**src/logic/core_pkg.sv**
```systemverilog
`default_nettype none

package core_pkg;

    // ----------------------------------------------------------
    // Widths and reset constants
    // ----------------------------------------------------------
    localparam int unsigned XLEN      = 32;
    localparam int unsigned REG_IDX_W = 5;
    localparam int unsigned SHAMT_W   = 5;

    // Stack and global pointer after reset
    localparam logic [XLEN-1:0] RESET_SP = 32'h0000_3ffc;
    localparam logic [XLEN-1:0] RESET_GP = 32'h0000_1800;

    // Major opcode field, inst[6:2]
    localparam logic [4:0] OPC_LOAD   = 5'b00000;
    localparam logic [4:0] OPC_OPIMM  = 5'b00100;
    localparam logic [4:0] OPC_AUIPC  = 5'b00101;
    localparam logic [4:0] OPC_STORE  = 5'b01000;
    localparam logic [4:0] OPC_OP     = 5'b01100;
    localparam logic [4:0] OPC_LUI    = 5'b01101;
    localparam logic [4:0] OPC_BRANCH = 5'b11000;
    localparam logic [4:0] OPC_JALR   = 5'b11001;
    localparam logic [4:0] OPC_JAL    = 5'b11011;

    // ----------------------------------------------------------
    // Enumerations
    // ----------------------------------------------------------
    // NONE passes operand a
    typedef enum logic [3:0] {
        NONE, ADD, SUB, SLL, SRL, SRA,
        SLT, SLTU, XOR, OR, AND
    } alu_op_t;

    typedef enum logic [1:0] {BYTE, HALF, WORD} mem_size_t;

    typedef enum logic [1:0] {RESET, FETCH_WB, EXEC, MEM} state_t;

    // Operand sources
    typedef enum logic [1:0] {A_RS1, A_PC, A_ZERO} a_sel_t;
    typedef enum logic [1:0] {B_RS2, B_IMM, B_FOUR} b_sel_t;

    // ----------------------------------------------------------
    // Structs
    // ----------------------------------------------------------
    typedef struct packed {
        alu_op_t               alu_op;
        a_sel_t                a_sel;
        b_sel_t                b_sel;
        logic [XLEN-1:0]       imm;
        logic [REG_IDX_W-1:0]  rd;
        logic                  rd_write;
        logic                  is_load;
        logic                  is_store;
        logic                  is_branch;
        logic                  is_jal;
        logic                  is_jalr;
        mem_size_t             mem_size;
        logic                  load_signed;
    } dec_ctrl_t;

    // Data request, addr is word aligned
    typedef struct packed {
        logic [XLEN-1:0] addr;
        logic [XLEN-1:0] wdata;
        logic            rd;
        logic [3:0]      wr;
    } dmem_req_t;

    // Load formatting held across MEM
    typedef struct packed {
        logic [1:0] offset;
        mem_size_t  size;
        logic       sign;
    } load_ctl_t;

endpackage

`default_nettype wire

```
**src/logic/rv_alu.sv**
```systemverilog
`default_nettype none

module rv_alu
(
    input  core_pkg::alu_op_t         op_i,
    input  logic [core_pkg::XLEN-1:0] a_i,
    input  logic [core_pkg::XLEN-1:0] b_i,
    output logic [core_pkg::XLEN-1:0] result_o
);
    import core_pkg::*;

    logic [SHAMT_W-1:0] shamt_w;
    logic               lt_w;
    logic               ltu_w;

    // Shift amount from low bits of b
    assign shamt_w = b_i[SHAMT_W-1:0];

    // Comparisons
    assign lt_w  = $signed(a_i) < $signed(b_i);
    assign ltu_w = a_i < b_i;

    always_comb
    begin
        case (op_i)
            ADD:     result_o = a_i + b_i;
            SUB:     result_o = a_i - b_i;
            SLL:     result_o = a_i << shamt_w;
            SRL:     result_o = a_i >> shamt_w;
            SRA:     result_o = $signed(a_i) >>> shamt_w;
            SLT:     result_o = {{(XLEN-1){1'b0}}, lt_w};
            SLTU:    result_o = {{(XLEN-1){1'b0}}, ltu_w};
            XOR:     result_o = a_i ^ b_i;
            OR:      result_o = a_i | b_i;
            AND:     result_o = a_i & b_i;
            // Pass a, used for load results
            default: result_o = a_i;
        endcase
    end

endmodule

`default_nettype wire

```
**src/logic/rv_branch.sv**
```systemverilog
`default_nettype none

module rv_branch
(
    input  core_pkg::dec_ctrl_t       ctrl_i,
    input  logic [2:0]                inst_func3_i,
    input  logic [core_pkg::XLEN-1:0] pc_i,
    input  logic [core_pkg::XLEN-1:0] rs1_val_i,
    input  logic [core_pkg::XLEN-1:0] rs2_val_i,
    output logic                      taken_o,
    output logic [core_pkg::XLEN-1:0] target_o
);
    import core_pkg::*;

    logic            cond_w;
    logic [XLEN-1:0] jalr_sum_w;

    // Conditional branch compare
    always_comb
    begin
        case (inst_func3_i)
            3'b000:  cond_w = (rs1_val_i == rs2_val_i);
            3'b001:  cond_w = (rs1_val_i != rs2_val_i);
            3'b100:  cond_w = $signed(rs1_val_i) < $signed(rs2_val_i);
            3'b101:  cond_w = $signed(rs1_val_i) >= $signed(rs2_val_i);
            3'b110:  cond_w = rs1_val_i < rs2_val_i;
            3'b111:  cond_w = rs1_val_i >= rs2_val_i;
            // Reserved encodings never branch
            default: cond_w = 1'b0;
        endcase
    end

    assign taken_o = ctrl_i.is_jal | ctrl_i.is_jalr | (ctrl_i.is_branch & cond_w);

    // JALR clears bit 0 of the sum
    assign jalr_sum_w = rs1_val_i + ctrl_i.imm;

    assign target_o = ctrl_i.is_jalr ? {jalr_sum_w[XLEN-1:1], 1'b0}
                                     : pc_i + ctrl_i.imm;

endmodule

`default_nettype wire

```
**src/logic/rv_core.sv**
```systemverilog
`default_nettype none

module rv_core
(
    input  logic                      clk_i,
    input  logic                      rst_i,
    input  logic [core_pkg::XLEN-1:0] reset_vector_i,
    // Instruction port
    output logic                      mem_i_rd_o,
    output logic [core_pkg::XLEN-1:0] mem_i_pc_o,
    input  logic                      mem_i_accept_i,
    input  logic                      mem_i_valid_i,
    input  logic [core_pkg::XLEN-1:0] mem_i_inst_i,
    // Data port
    output core_pkg::dmem_req_t       mem_d_req_o,
    input  logic                      mem_d_accept_i,
    input  logic                      mem_d_ack_i,
    input  logic [core_pkg::XLEN-1:0] mem_d_data_rd_i
);
    import core_pkg::*;

    state_t               state_q;
    state_t               state_d;
    dec_ctrl_t            ctrl_w;
    logic [XLEN-1:0]      rs1_val_w;
    logic [XLEN-1:0]      rs2_val_w;
    logic [XLEN-1:0]      op_a_w;
    logic [XLEN-1:0]      op_b_w;
    logic                 taken_w;
    logic [XLEN-1:0]      target_w;
    logic [XLEN-1:0]      load_val_w;
    logic [XLEN-1:0]      alu_result_w;
    logic                 exec_w;
    logic                 mem_done_w;
    logic                 rd_en_w;
    logic [XLEN-1:0]      pc_q;
    alu_op_t              alu_op_q;
    logic [XLEN-1:0]      alu_a_q;
    logic [XLEN-1:0]      alu_b_q;
    logic [REG_IDX_W-1:0] rd_q;
    logic                 rd_wr_q;

    // Instruction word present in EXEC
    assign exec_w     = (state_q == EXEC) && mem_i_valid_i;
    assign mem_done_w = (state_q == MEM) && mem_d_ack_i;
    // No writeback to x0
    assign rd_en_w    = ctrl_w.rd_write && (ctrl_w.rd != '0);

    // ----------------------------------------------------------
    // State machine
    // ----------------------------------------------------------
    always_comb
    begin
        state_d = state_q;
        case (state_q)
            RESET:    state_d = FETCH_WB;
            // Back-pressure holds the fetch
            FETCH_WB: state_d = mem_i_accept_i ? EXEC : FETCH_WB;
            EXEC:
            begin
                if (mem_i_valid_i)
                    state_d = (ctrl_w.is_load || ctrl_w.is_store) ? MEM : FETCH_WB;
            end
            default:  state_d = mem_d_ack_i ? FETCH_WB : MEM;
        endcase
    end

    always_ff @(posedge clk_i or posedge rst_i)
    begin
        if (rst_i)
            state_q <= RESET;
        else
            state_q <= state_d;
    end

    // PC, boot vector taken in RESET
    always_ff @(posedge clk_i or posedge rst_i)
    begin
        if (rst_i)
            pc_q <= '0;
        else if (state_q == RESET)
            pc_q <= reset_vector_i;
        else if (exec_w)
            pc_q <= taken_w ? target_w : pc_q + XLEN'(4);
    end

    assign mem_i_rd_o = (state_q == FETCH_WB);
    assign mem_i_pc_o = pc_q;

    // ----------------------------------------------------------
    // Operand registers
    // ----------------------------------------------------------
    always_comb
    begin
        case (ctrl_w.a_sel)
            A_PC:    op_a_w = pc_q;
            A_ZERO:  op_a_w = '0;
            default: op_a_w = rs1_val_w;
        endcase
        case (ctrl_w.b_sel)
            B_IMM:   op_b_w = ctrl_w.imm;
            B_FOUR:  op_b_w = XLEN'(4);
            default: op_b_w = rs2_val_w;
        endcase
    end

    // Load value replaces operand a
    always_ff @(posedge clk_i)
    begin
        if (mem_done_w)
        begin
            alu_a_q <= load_val_w;
            alu_b_q <= '0;
        end
        else if (exec_w)
        begin
            alu_a_q <= op_a_w;
            alu_b_q <= op_b_w;
        end
    end

    always_ff @(posedge clk_i or posedge rst_i)
    begin
        if (rst_i)
        begin
            alu_op_q <= NONE;
            rd_q     <= '0;
            rd_wr_q  <= 1'b0;
        end
        else if (mem_done_w)
            alu_op_q <= NONE;
        else if (exec_w)
        begin
            alu_op_q <= ctrl_w.alu_op;
            rd_q     <= rd_en_w ? ctrl_w.rd : '0;
            rd_wr_q  <= rd_en_w;
        end
        // Writeback only in first FETCH_WB cycle
        else if (state_q == FETCH_WB)
            rd_wr_q <= 1'b0;
    end

    // ----------------------------------------------------------
    // Instances
    // ----------------------------------------------------------
    rv_decoder u_decoder
    (
        .inst_i (mem_i_inst_i),
        .ctrl_o (ctrl_w)
    );

    rv_regfile u_regfile
    (
        .clk_i     (clk_i),
        .rst_i     (rst_i),
        .rs1_idx_i (mem_i_inst_i[19:15]),
        .rs2_idx_i (mem_i_inst_i[24:20]),
        .rs1_val_o (rs1_val_w),
        .rs2_val_o (rs2_val_w),
        .wr_en_i   (rd_wr_q && (state_q == FETCH_WB)),
        .wr_idx_i  (rd_q),
        .wr_val_i  (alu_result_w)
    );

    rv_alu u_alu
    (
        .op_i     (alu_op_q),
        .a_i      (alu_a_q),
        .b_i      (alu_b_q),
        .result_o (alu_result_w)
    );

    rv_branch u_branch
    (
        .ctrl_i       (ctrl_w),
        .inst_func3_i (mem_i_inst_i[14:12]),
        .pc_i         (pc_q),
        .rs1_val_i    (rs1_val_w),
        .rs2_val_i    (rs2_val_w),
        .taken_o      (taken_w),
        .target_o     (target_w)
    );

    rv_lsu u_lsu
    (
        .clk_i         (clk_i),
        .rst_i         (rst_i),
        .exec_i        (exec_w),
        .ctrl_i        (ctrl_w),
        .rs1_val_i     (rs1_val_w),
        .rs2_val_i     (rs2_val_w),
        .mem_accept_i  (mem_d_accept_i),
        .mem_data_rd_i (mem_d_data_rd_i),
        .req_o         (mem_d_req_o),
        .load_val_o    (load_val_w)
    );

endmodule

`default_nettype wire

```
**src/logic/rv_decoder.sv**
```systemverilog
`default_nettype none

module rv_decoder
(
    input  logic [core_pkg::XLEN-1:0] inst_i,
    output core_pkg::dec_ctrl_t       ctrl_o
);
    import core_pkg::*;

    logic [4:0]      opcode_w;
    logic [2:0]      func3_w;
    logic [XLEN-1:0] imm_i_w;
    logic [XLEN-1:0] imm_s_w;
    logic [XLEN-1:0] imm_b_w;
    logic [XLEN-1:0] imm_u_w;
    logic [XLEN-1:0] imm_j_w;
    alu_op_t         arith_op_w;

    assign opcode_w = inst_i[6:2];
    assign func3_w  = inst_i[14:12];

    // ----------------------------------------------------------
    // Immediate formats
    // ----------------------------------------------------------
    assign imm_i_w = {{20{inst_i[31]}}, inst_i[31:20]};
    assign imm_s_w = {{20{inst_i[31]}}, inst_i[31:25], inst_i[11:7]};
    assign imm_b_w = {{19{inst_i[31]}}, inst_i[31], inst_i[7], inst_i[30:25],
                      inst_i[11:8], 1'b0};
    assign imm_u_w = {inst_i[31:12], 12'b0};
    assign imm_j_w = {{11{inst_i[31]}}, inst_i[31], inst_i[19:12], inst_i[20],
                      inst_i[30:21], 1'b0};

    // ALU op for OP and OP-IMM
    always_comb
    begin
        case (func3_w)
            // Bit 30 selects SUB on register form only
            3'b000:  arith_op_w = (opcode_w == OPC_OP && inst_i[30]) ? SUB : ADD;
            3'b001:  arith_op_w = SLL;
            3'b010:  arith_op_w = SLT;
            3'b011:  arith_op_w = SLTU;
            3'b100:  arith_op_w = XOR;
            3'b101:  arith_op_w = inst_i[30] ? SRA : SRL;
            3'b110:  arith_op_w = OR;
            default: arith_op_w = AND;
        endcase
    end

    // ----------------------------------------------------------
    // Control word
    // ----------------------------------------------------------
    always_comb
    begin
        // Unknown opcode and FENCE fall through as no-op
        ctrl_o    = '0;
        ctrl_o.rd = inst_i[11:7];

        case (opcode_w)
            OPC_OP:
            begin
                ctrl_o.alu_op   = arith_op_w;
                ctrl_o.rd_write = 1'b1;
            end
            OPC_OPIMM:
            begin
                ctrl_o.alu_op   = arith_op_w;
                ctrl_o.b_sel    = B_IMM;
                ctrl_o.imm      = imm_i_w;
                ctrl_o.rd_write = 1'b1;
            end
            OPC_LUI, OPC_AUIPC:
            begin
                ctrl_o.alu_op   = ADD;
                ctrl_o.a_sel    = (opcode_w == OPC_LUI) ? A_ZERO : A_PC;
                ctrl_o.b_sel    = B_IMM;
                ctrl_o.imm      = imm_u_w;
                ctrl_o.rd_write = 1'b1;
            end
            // Link value is PC plus four
            OPC_JAL, OPC_JALR:
            begin
                ctrl_o.alu_op   = ADD;
                ctrl_o.a_sel    = A_PC;
                ctrl_o.b_sel    = B_FOUR;
                ctrl_o.imm      = (opcode_w == OPC_JAL) ? imm_j_w : imm_i_w;
                ctrl_o.is_jal   = (opcode_w == OPC_JAL);
                ctrl_o.is_jalr  = (opcode_w == OPC_JALR);
                ctrl_o.rd_write = 1'b1;
            end
            OPC_BRANCH:
            begin
                ctrl_o.imm       = imm_b_w;
                ctrl_o.is_branch = 1'b1;
            end
            OPC_LOAD:
            begin
                ctrl_o.imm         = imm_i_w;
                ctrl_o.is_load     = 1'b1;
                ctrl_o.rd_write    = 1'b1;
                ctrl_o.mem_size    = mem_size_t'(func3_w[1:0]);
                ctrl_o.load_signed = ~func3_w[2];
            end
            OPC_STORE:
            begin
                ctrl_o.imm      = imm_s_w;
                ctrl_o.is_store = 1'b1;
                ctrl_o.mem_size = mem_size_t'(func3_w[1:0]);
            end
            default:
            begin
                ctrl_o.rd_write = 1'b0;
            end
        endcase
    end

endmodule

`default_nettype wire

```
**src/logic/rv_lsu.sv**
```systemverilog
`default_nettype none

module rv_lsu
(
    input  logic                      clk_i,
    input  logic                      rst_i,
    input  logic                      exec_i,
    input  core_pkg::dec_ctrl_t       ctrl_i,
    input  logic [core_pkg::XLEN-1:0] rs1_val_i,
    input  logic [core_pkg::XLEN-1:0] rs2_val_i,
    input  logic                      mem_accept_i,
    input  logic [core_pkg::XLEN-1:0] mem_data_rd_i,
    output core_pkg::dmem_req_t       req_o,
    output logic [core_pkg::XLEN-1:0] load_val_o
);
    import core_pkg::*;

    logic [XLEN-1:0] addr_w;
    logic [XLEN-1:0] wdata_w;
    logic [3:0]      strb_w;
    logic [XLEN-1:0] addr_q;
    logic [XLEN-1:0] wdata_q;
    logic            rd_q;
    logic [3:0]      wr_q;
    load_ctl_t       load_q;
    logic [XLEN-1:0] shifted_w;

    // Effective address
    assign addr_w = rs1_val_i + ctrl_i.imm;

    // ----------------------------------------------------------
    // Store lanes
    // ----------------------------------------------------------
    always_comb
    begin
        case (ctrl_i.mem_size)
            BYTE:
            begin
                wdata_w = {4{rs2_val_i[7:0]}};
                strb_w  = 4'b0001 << addr_w[1:0];
            end
            HALF:
            begin
                wdata_w = {2{rs2_val_i[15:0]}};
                strb_w  = addr_w[1] ? 4'b1100 : 4'b0011;
            end
            default:
            begin
                wdata_w = rs2_val_i;
                strb_w  = 4'b1111;
            end
        endcase
    end

    // Request payload
    always_ff @(posedge clk_i)
    begin
        if (exec_i)
        begin
            addr_q  <= {addr_w[XLEN-1:2], 2'b00};
            wdata_q <= wdata_w;
        end
    end

    // Strobes held until accepted
    always_ff @(posedge clk_i or posedge rst_i)
    begin
        if (rst_i)
        begin
            rd_q   <= 1'b0;
            wr_q   <= 4'b0000;
            load_q <= '0;
        end
        else if (exec_i)
        begin
            rd_q          <= ctrl_i.is_load;
            wr_q          <= ctrl_i.is_store ? strb_w : 4'b0000;
            load_q.offset <= addr_w[1:0];
            load_q.size   <= ctrl_i.mem_size;
            load_q.sign   <= ctrl_i.load_signed;
        end
        else if (mem_accept_i)
        begin
            rd_q <= 1'b0;
            wr_q <= 4'b0000;
        end
    end

    assign req_o = '{addr: addr_q, wdata: wdata_q, rd: rd_q, wr: wr_q};

    // ----------------------------------------------------------
    // Load alignment
    // ----------------------------------------------------------
    // Selected lane moved down to bit 0
    assign shifted_w = mem_data_rd_i >> {load_q.offset, 3'b000};

    always_comb
    begin
        case (load_q.size)
            BYTE:    load_val_o = {{24{load_q.sign & shifted_w[7]}}, shifted_w[7:0]};
            HALF:    load_val_o = {{16{load_q.sign & shifted_w[15]}}, shifted_w[15:0]};
            default: load_val_o = mem_data_rd_i;
        endcase
    end

endmodule

`default_nettype wire

```
**src/logic/rv_regfile.sv**
```systemverilog
`default_nettype none

module rv_regfile
(
    input  logic                           clk_i,
    input  logic                           rst_i,
    input  logic [core_pkg::REG_IDX_W-1:0] rs1_idx_i,
    input  logic [core_pkg::REG_IDX_W-1:0] rs2_idx_i,
    output logic [core_pkg::XLEN-1:0]      rs1_val_o,
    output logic [core_pkg::XLEN-1:0]      rs2_val_o,
    input  logic                           wr_en_i,
    input  logic [core_pkg::REG_IDX_W-1:0] wr_idx_i,
    input  logic [core_pkg::XLEN-1:0]      wr_val_i
);
    import core_pkg::*;

    logic [XLEN-1:0] regs_q [2**REG_IDX_W];

    // Write port, x0 is never addressed by the core
    always_ff @(posedge clk_i or posedge rst_i)
    begin
        if (rst_i)
        begin
            for (int i = 0; i < 2**REG_IDX_W; i++)
                regs_q[i] <= '0;
            // SP and GP start at the memory map values
            regs_q[2] <= RESET_SP;
            regs_q[3] <= RESET_GP;
        end
        else if (wr_en_i)
            regs_q[wr_idx_i] <= wr_val_i;
    end

    // Asynchronous read
    assign rs1_val_o = regs_q[rs1_idx_i];
    assign rs2_val_o = regs_q[rs2_idx_i];

endmodule

`default_nettype wire

```
**config.mk**
```make
export PLATFORM = sky130hd
export DESIGN_NAME = rv_core
export DESIGN_NICKNAME = d
export VERILOG_FILES = /design/src/logic/core_pkg.sv /design/src/logic/rv_alu.sv /design/src/logic/rv_branch.sv /design/src/logic/rv_core.sv /design/src/logic/rv_decoder.sv /design/src/logic/rv_lsu.sv /design/src/logic/rv_regfile.sv
export SDC_FILE = /design/constraint.sdc
export NUM_CORES = 2
export LEC_CHECK = 0
export BUFFER_PORTS_ARGS = -buffer_cell sky130_fd_sc_hd__buf_2
export CAP_MARGIN = 5
export CORE_MARGIN = 1.5
export CORE_UTILIZATION = 50
export DETAILED_ROUTE_END_ITERATION = 16
export PLACE_DENSITY = 0.73
export REMOVE_ABC_BUFFERS = 1
export SETUP_SLACK_MARGIN = 0.5
export SKIP_CTS_REPAIR_TIMING = 1
export SLEW_MARGIN = 15
export SYNTH_ARGS = -nofsm -noshare
export SYNTH_HDL_FRONTEND = slang
export SYNTH_SLANG_ARGS = --single-unit
```
**constraint.sdc**
```tcl
create_clock -name clk_i -period 74.3 [get_ports clk_i]
set_input_delay 14.86 -clock clk_i [delete_from_list [all_inputs] [get_ports clk_i]]
set_output_delay 14.86 -clock clk_i [all_outputs]
set_load 0.05 [all_outputs]
```
### Yosys cells after proc, flatten, opt, wreduce, memory -nomap -nowiden

Cells that the tools add are included.

* bits of input ports: 102
* output and inout bits: 102
* register bits after elaboration: 1204
* word-level logic and storage cells: 197

* mux-type cells: 54
* add/sub/neg operators: 5
* $lt $le $gt $ge: 10
* reductions and logical operators: 27
* equal/unequal tests: 37
* bitwise gates (word level): 13
* shift-type cells: 5

Operators by type and width (number)
* $bwmux 1024: 1
* $mux 32: 11
* $bmux 32 s5: 2
* $pmux 32 s10: 1
* $pmux 32 s2: 4
* $demux 32 s5: 1
* $pmux 32 s5: 1
* $lt 32x32->1: 4
* $add 32x32->32: 3
* $ge 32x32->1: 2
* $add 32x3->32 const B: 1
* $and 32x32->32: 1
* $eq 32x32->1: 1
* $ne 32x32->1: 1
* $or 32x32->32: 1
* $shl 32x5->32: 1
* $shr 32x5->16: 1
* $shr 32x5->32: 1
* $sshr 32x5->32: 1
* $sub 32x32->32: 1
* $xor 32x32->32: 1
* $pmux 4 s7: 1
* $mux 4: 6
* $mux 20: 1
* 39 further kinds: 102

### Depth between registers and ports, before layout

* depth after elaboration: 11
* depth in mapped cells: 21
* depth with buffers taken out: 18

### Cells and area by module

From an unflattened synthesis, not the netlist that was laid out.

* cells, all modules: 7879
* area, all modules: 81206.6 um2

Modules (own cells, without submodules)
* rv_regfile: seq. area each 25642.1 um2, cells each 4606, area each 56238.9 um2, instances 1
* rv_alu: seq. area each 0.0 um2, cells each 1345, area each 8986.1 um2, instances 1
* rv_core: seq. area each 2702.6 um2, cells each 653, area each 5620.4 um2, instances 1
* rv_lsu: seq. area each 2112.0 um2, cells each 515, area each 5173.7 um2, instances 1
* rv_branch: seq. area each 0.0 um2, cells each 632, area each 4421.7 um2, instances 1
* rv_decoder: seq. area each 0.0 um2, cells each 128, area each 765.7 um2, instances 1

### Least setup slack after synthesis

OpenSTA, ideal clock, no wires.

* path type: input-to-reg
* from: input mem_i_inst_i[21] in the netlist's numbering
* to: register pc_q[7], in the netlist mem_i_pc_o[7]
* arrival time: 20.222 ns
* stages: 21
* required time: 74.175 ns
* path buffers: 6
* slack: 53.953 ns
* library setup time: 0.125 ns
* cell sequence: clkbuf_1 buf_1 clkbuf_1 clkbuf_1 mux4_2 mux4_2 mux2_2 inv_1 ha_1 a211oi_1 o21ai_0 o221a_2 or4_1 and2_0 o41a_1 o2111ai_2 and2_1 buf_4 buf_4 nand2_1 a31o_2

* word-level cells in the longest chain between the ends: 11
* elaborated cells on any way between the ends: 21
* classes of those cells: add/sub (2); order compare (4); eq/ne (2); mux (10); bitwise (3)

Ends and longest elaborated chain
* start, declared: RTL line rv_core.sv:13 `input logic [core_pkg::XLEN-1:0] mem_i_inst_i,`
* $not 5->6 (implied by the code): RTL line rv_regfile.sv:36 `assign rs2_val_o = regs_q[rs2_idx_i];`
* $bmux 32 s5: RTL line rv_regfile.sv:36
* $mux 32 (implied by the code) (2 in a row): RTL line rv_regfile.sv:36
* $ge 32x32->1 (tied with other cells): RTL line rv_branch.sv:27 `3'b111: cond_w = rs1_val_i >= rs2_val_i;`
* $pmux 1 s6: RTL line rv_branch.sv:21 `case (inst_func3_i)`
* $and 1x1->1: RTL line rv_branch.sv:33 `assign taken_o = ctrl_i.is_jal | ctrl_i.is_jalr | (ctrl_i.is_branch & cond_w);`
* $or 1x1->1: RTL line rv_branch.sv:33
* $mux 32 *: RTL line rv_core.sv:84 `pc_q <= taken_w ? target_w : pc_q + XLEN'(4);`
* $mux 32 *: RTL line rv_core.sv:83 `else if (exec_w)`
* $mux 32 *: RTL line rv_core.sv:81 `else if (state_q == RESET)`
* end signal, assigned: RTL line rv_core.sv:82 `pc_q <= reset_vector_i;`
* end signal, assigned: RTL line rv_core.sv:84
* end, declared: RTL line rv_core.sv:36 `logic [XLEN-1:0] pc_q;`

Every way passes the cells marked *; elsewhere a longest branch is shown, timed or not. The select of a mux whose other input is x is not followed.
A chain may end at the register's enable or synchronous reset.

### Final worst setup path

* from: input mem_i_inst_i[21] in the netlist's numbering
* to: register pc_q[17], in the netlist mem_i_pc_o[17]

Same word-level chain as after synthesis.

==> impl_metrics.toml <==
[outcome]
status = "finished clean"

[worst_setup_path]
critical_path.top_delay_family = "compound AO/OA/AOI/OAI gates"
endpoint_kind = "flop"
cp_slowest_cell = "buf_4"
criticalPathCategory = "primary input to flop"
start_kind = "primary input"
path_buf_inv = 4
critPathMaxFanout = 92
required_ns = 75.00
path_cells = "buf_8 > buf_4 > buf_4 > mux4_2 > mux4_2 > mux2_2 > inv_1 > ha_1 > a211oi_1 > o21ai_0 > o221a_2 > or4_1 > and2_0 > o41a_1 > o2111ai_2 > nand2_1 > o41ai_1 > a221o_1"
critPathArrivalTime_ns = 22.95
crit_path_max_incr_delay_ns = 0.86

[job]
maxCapViolCount = 0

[detailed_routing]
drt_iter0_markers = 8219
vias = 62400
wl_per_cell_um = 30.78
drt-total-wl_um = 274600
drc = 0
via_per_inst = 6.994
postRouteAntennaNets = 0
drtPass1Iterations = 9

[cts]
cts_buffers = 131
cts_tree = "yes"
clock_latency_ns = 0.80
clock_sinks = 1204
ctsLongestPathBuffers = 3
cts_root_buffer = "clkbuf_16"
clk_pin_slew_ns = 0.06
htree_num_levels = 4

[yosys]
synth.top_cells.by_area = "dfrtp_1, mux4_2, o21ai_0, nand2_1, mux2_2"
syn_area_um2 = 74870
synth_top_area_share = 0.3556
postSynthCellCount = 7025
synth_warnings = 0
syn_avg_cell_area_um2 = 10.66
synth_seq_area_share = 0.4068
synthFlopType = "dfrtp_1"
ys_ff_latch = 1204
synth_cell_types = 100
synth_largest_area_cell = "dfrtp_1"
synth_edf_count = 94
ys_async_sr_fraction = 0.8953

[global_routing]
antenna_found_initial = 28
grt_pass1_wl_um = 402300
grt_max_degree = 178
grt-ovfl-total = 0
first_global_vias = 60900
gr-usage-all-layers = 0.3586

[sta]
final-max-slew-violation-count = 0
rsz0062_at_grt = "false"
setup_viol_count_final = 0
tns_ns = 0
skew_ns = 0.04991
fmax_mhz = 44.93
period_needed_ns = 22.25
slew_headroom = 0.09539
final.period_utilization = 0.2995
timing.hold.ws_ns = 0.4745
tightestPinTransition_ns = 1.357
finalHoldViolCount = 0

[die]
core_um2 = 148200
start_util = 0.5052
die_x_um = 390.0
die_area_um2 = 152100
rows = 141
io_pins = 204
fp.dieH_um = 390.0

[final_layout]
drive_gt1_frac = 0.2328
fill_cells = 12280
nets = 7179
syn_to_final_growth_pct = 9.370

[worst_hold_path]
hp-class = "flop to flop"

[placed_design]
hpwl_um = 178100
finalWeightedCongestion = 1.043
port_buffers = 199

[power]
irDropWorstVdd_mv = 0.02430
power_density_nw_per_um2 = 28.88
power.leakage_nw = 34.91
[per-stage QoR]
step | cells | power [mW] | cell area [um2] | util | setup slack [ns]
floorplan | 6382 | 1.333 | 72270 | - | 29.12
global placement | 8675 | 1.647 | 77380 | 0.5221 | 51.57
detailed placement | 8675 | 1.660 | 77380 | 0.5221 | 51.48
CTS | 8910 | 2.335 | 81830 | 0.5522 | 52.30
global route | 8914 | 2.451 | 81870 | 0.5525 | 51.90
finish | 8921 | 2.365 | 81890 | 0.5526 | 52.05
[area by class of cell]
class / instances / area, um2 / share of cell area
Inverter: 136 / 520.5 / 0.006356
Timing Repair Buffer: 364 / 2362 / 0.02885
Multi-Input combinational cell: 5042 / 41640 / 0.5085
Clock inverter: 43 / 608.1 / 0.007426
Antenna cell: 10 / 25.02 / 0.0003056
Tap cell: 1930 / 2415 / 0.02949
Sequential cell: 1204 / 30470 / 0.3721
Clock buffer: 192 / 3851 / 0.04703
[placed cells by master, fill, tap and decap left out, drive strengths merged, types with 32 or more instances in the layout]
cell type / n
buf: 364
xnor2: 52
mux2i: 96
inv: 139
a21oi: 296
a211oi: 106
a221oi: 68
a21o: 53
xor2: 36
and3: 33
nand2: 1212
mux4: 674
o211ai: 38
edfxtp: 94
nor2: 312
dfrtp: 1064
o21ai: 1000
clkbuf: 192
and2: 33
ha: 194
mux2: 261
nand3: 66
dfxtp: 32
nor3: 45
[metal layers]
| layer | global-route usage | wire, um | vias to the layer above | share of wire |
|---|---|---|---|---|
| met5 | 0.007337 | 424 | - | 0.0015 |
| met4 | 0.2385 | 20770 | 43 | 0.076 |
| met3 | 0.1116 | 34960 | 1170 | 0.13 |
| met2 | 0.5359 | 121500 | 4331 | 0.44 |
| met1 | 0.4486 | 96940 | 31040 | 0.35 |
| li1 | - | - | 25810 | - |
[Yosys cell counts, types with 18 or more instances]
cell type,instances
a211oi_1,105
a21o_1,53
a21oi_1,296
a221oi_1,65
a22o_1,19
a22oi_1,31
a31oi_1,29
and2_1,32
and3_1,33
buf_1,83
buf_2,25
clkbuf_1,504
dfrtp_1,1064
dfxtp_1,32
edfxtp_1,94
ha_1,194
inv_1,131
mux2_2,258
mux2i_1,95
mux4_2,674
nand2_1,1212
nand2b_1,18
nand3_1,66
nand4_1,21
nor2_1,312
nor2b_1,26
nor3_1,45
o211ai_1,38
o21ai_0,964
o21ai_1,35
o21bai_1,19
o221ai_1,21
o22ai_1,19
o31ai_1,31
xnor2_1,51
xor2_1,36
[state kept, by name (all words and copies together) (netlist names), 5 cells and up]
register and flops:
u_regfile.regs_q 1024, alu_a_q 32, alu_b_q 32, mem_i_pc_o 32, u_lsu.wdata_q 32, u_lsu.addr_q 30
rd_q 5, u_lsu.load_q 5
[cell families (layout without fill, tap and decap cells)]
logic type / after synthesis / after routing / share of synthesized area
buf+inv: 780 / 735 / 0.04163
mux: 1031 / 1031 / 0.2550
xor+xnor: 88 / 88 / 0.01039
other cells: 1 / 12 / 0.00005009
fa+ha+maj: 198 / 198 / 0.03349
flops: 1204 / 1204 / 0.4068
simple gates: 1841 / 1841 / 0.1022
compound gates: 1882 / 1882 / 0.1505
[worst register-to-register path, delay by kind of cell, from the launching register on]
kind                       cells  cell delay, ns
AOI/OAI and AO/OA              6            2.14
muxes                          3            1.91
and+or+nand+nor                4            1.60
adders and majority gates      1            0.40
DFF                            1            0.39
[power by group]
| group | internal [mW] | leakage (nW) | switching (mW) |
|---|---|---|---|
| logic | 0.288 | 16.7 | 0.591 |
| clock network | 0.392 | 2.18 | 0.288 |
| registers | 0.716 | 16.1 | 0.0914 |
| total | 1.40 | 34.9 | 0.970 |
[final timing paths]
kind                                       startpoint                     to  slack, ns  cells past startpoint
worst max-delay path                 mem_i_inst_i[21]         mem_i_pc_o[17]      52.05                     18
worst min-delay path            u_regfile.regs_q[930]  u_regfile.regs_q[930]       0.47                      2
worst max register to register  u_regfile.regs_q[274]         mem_i_pc_o[17]      67.77                     14
worst min register to register  u_regfile.regs_q[930]  u_regfile.regs_q[930]       0.47                      2
max in group asynchronous                       rst_i    u_regfile.regs_q[6]      56.75                      5
min in group asynchronous                       rst_i  u_regfile.regs_q[674]      14.20                      2
No activity file was read; power rests on OpenSTA's default activity.
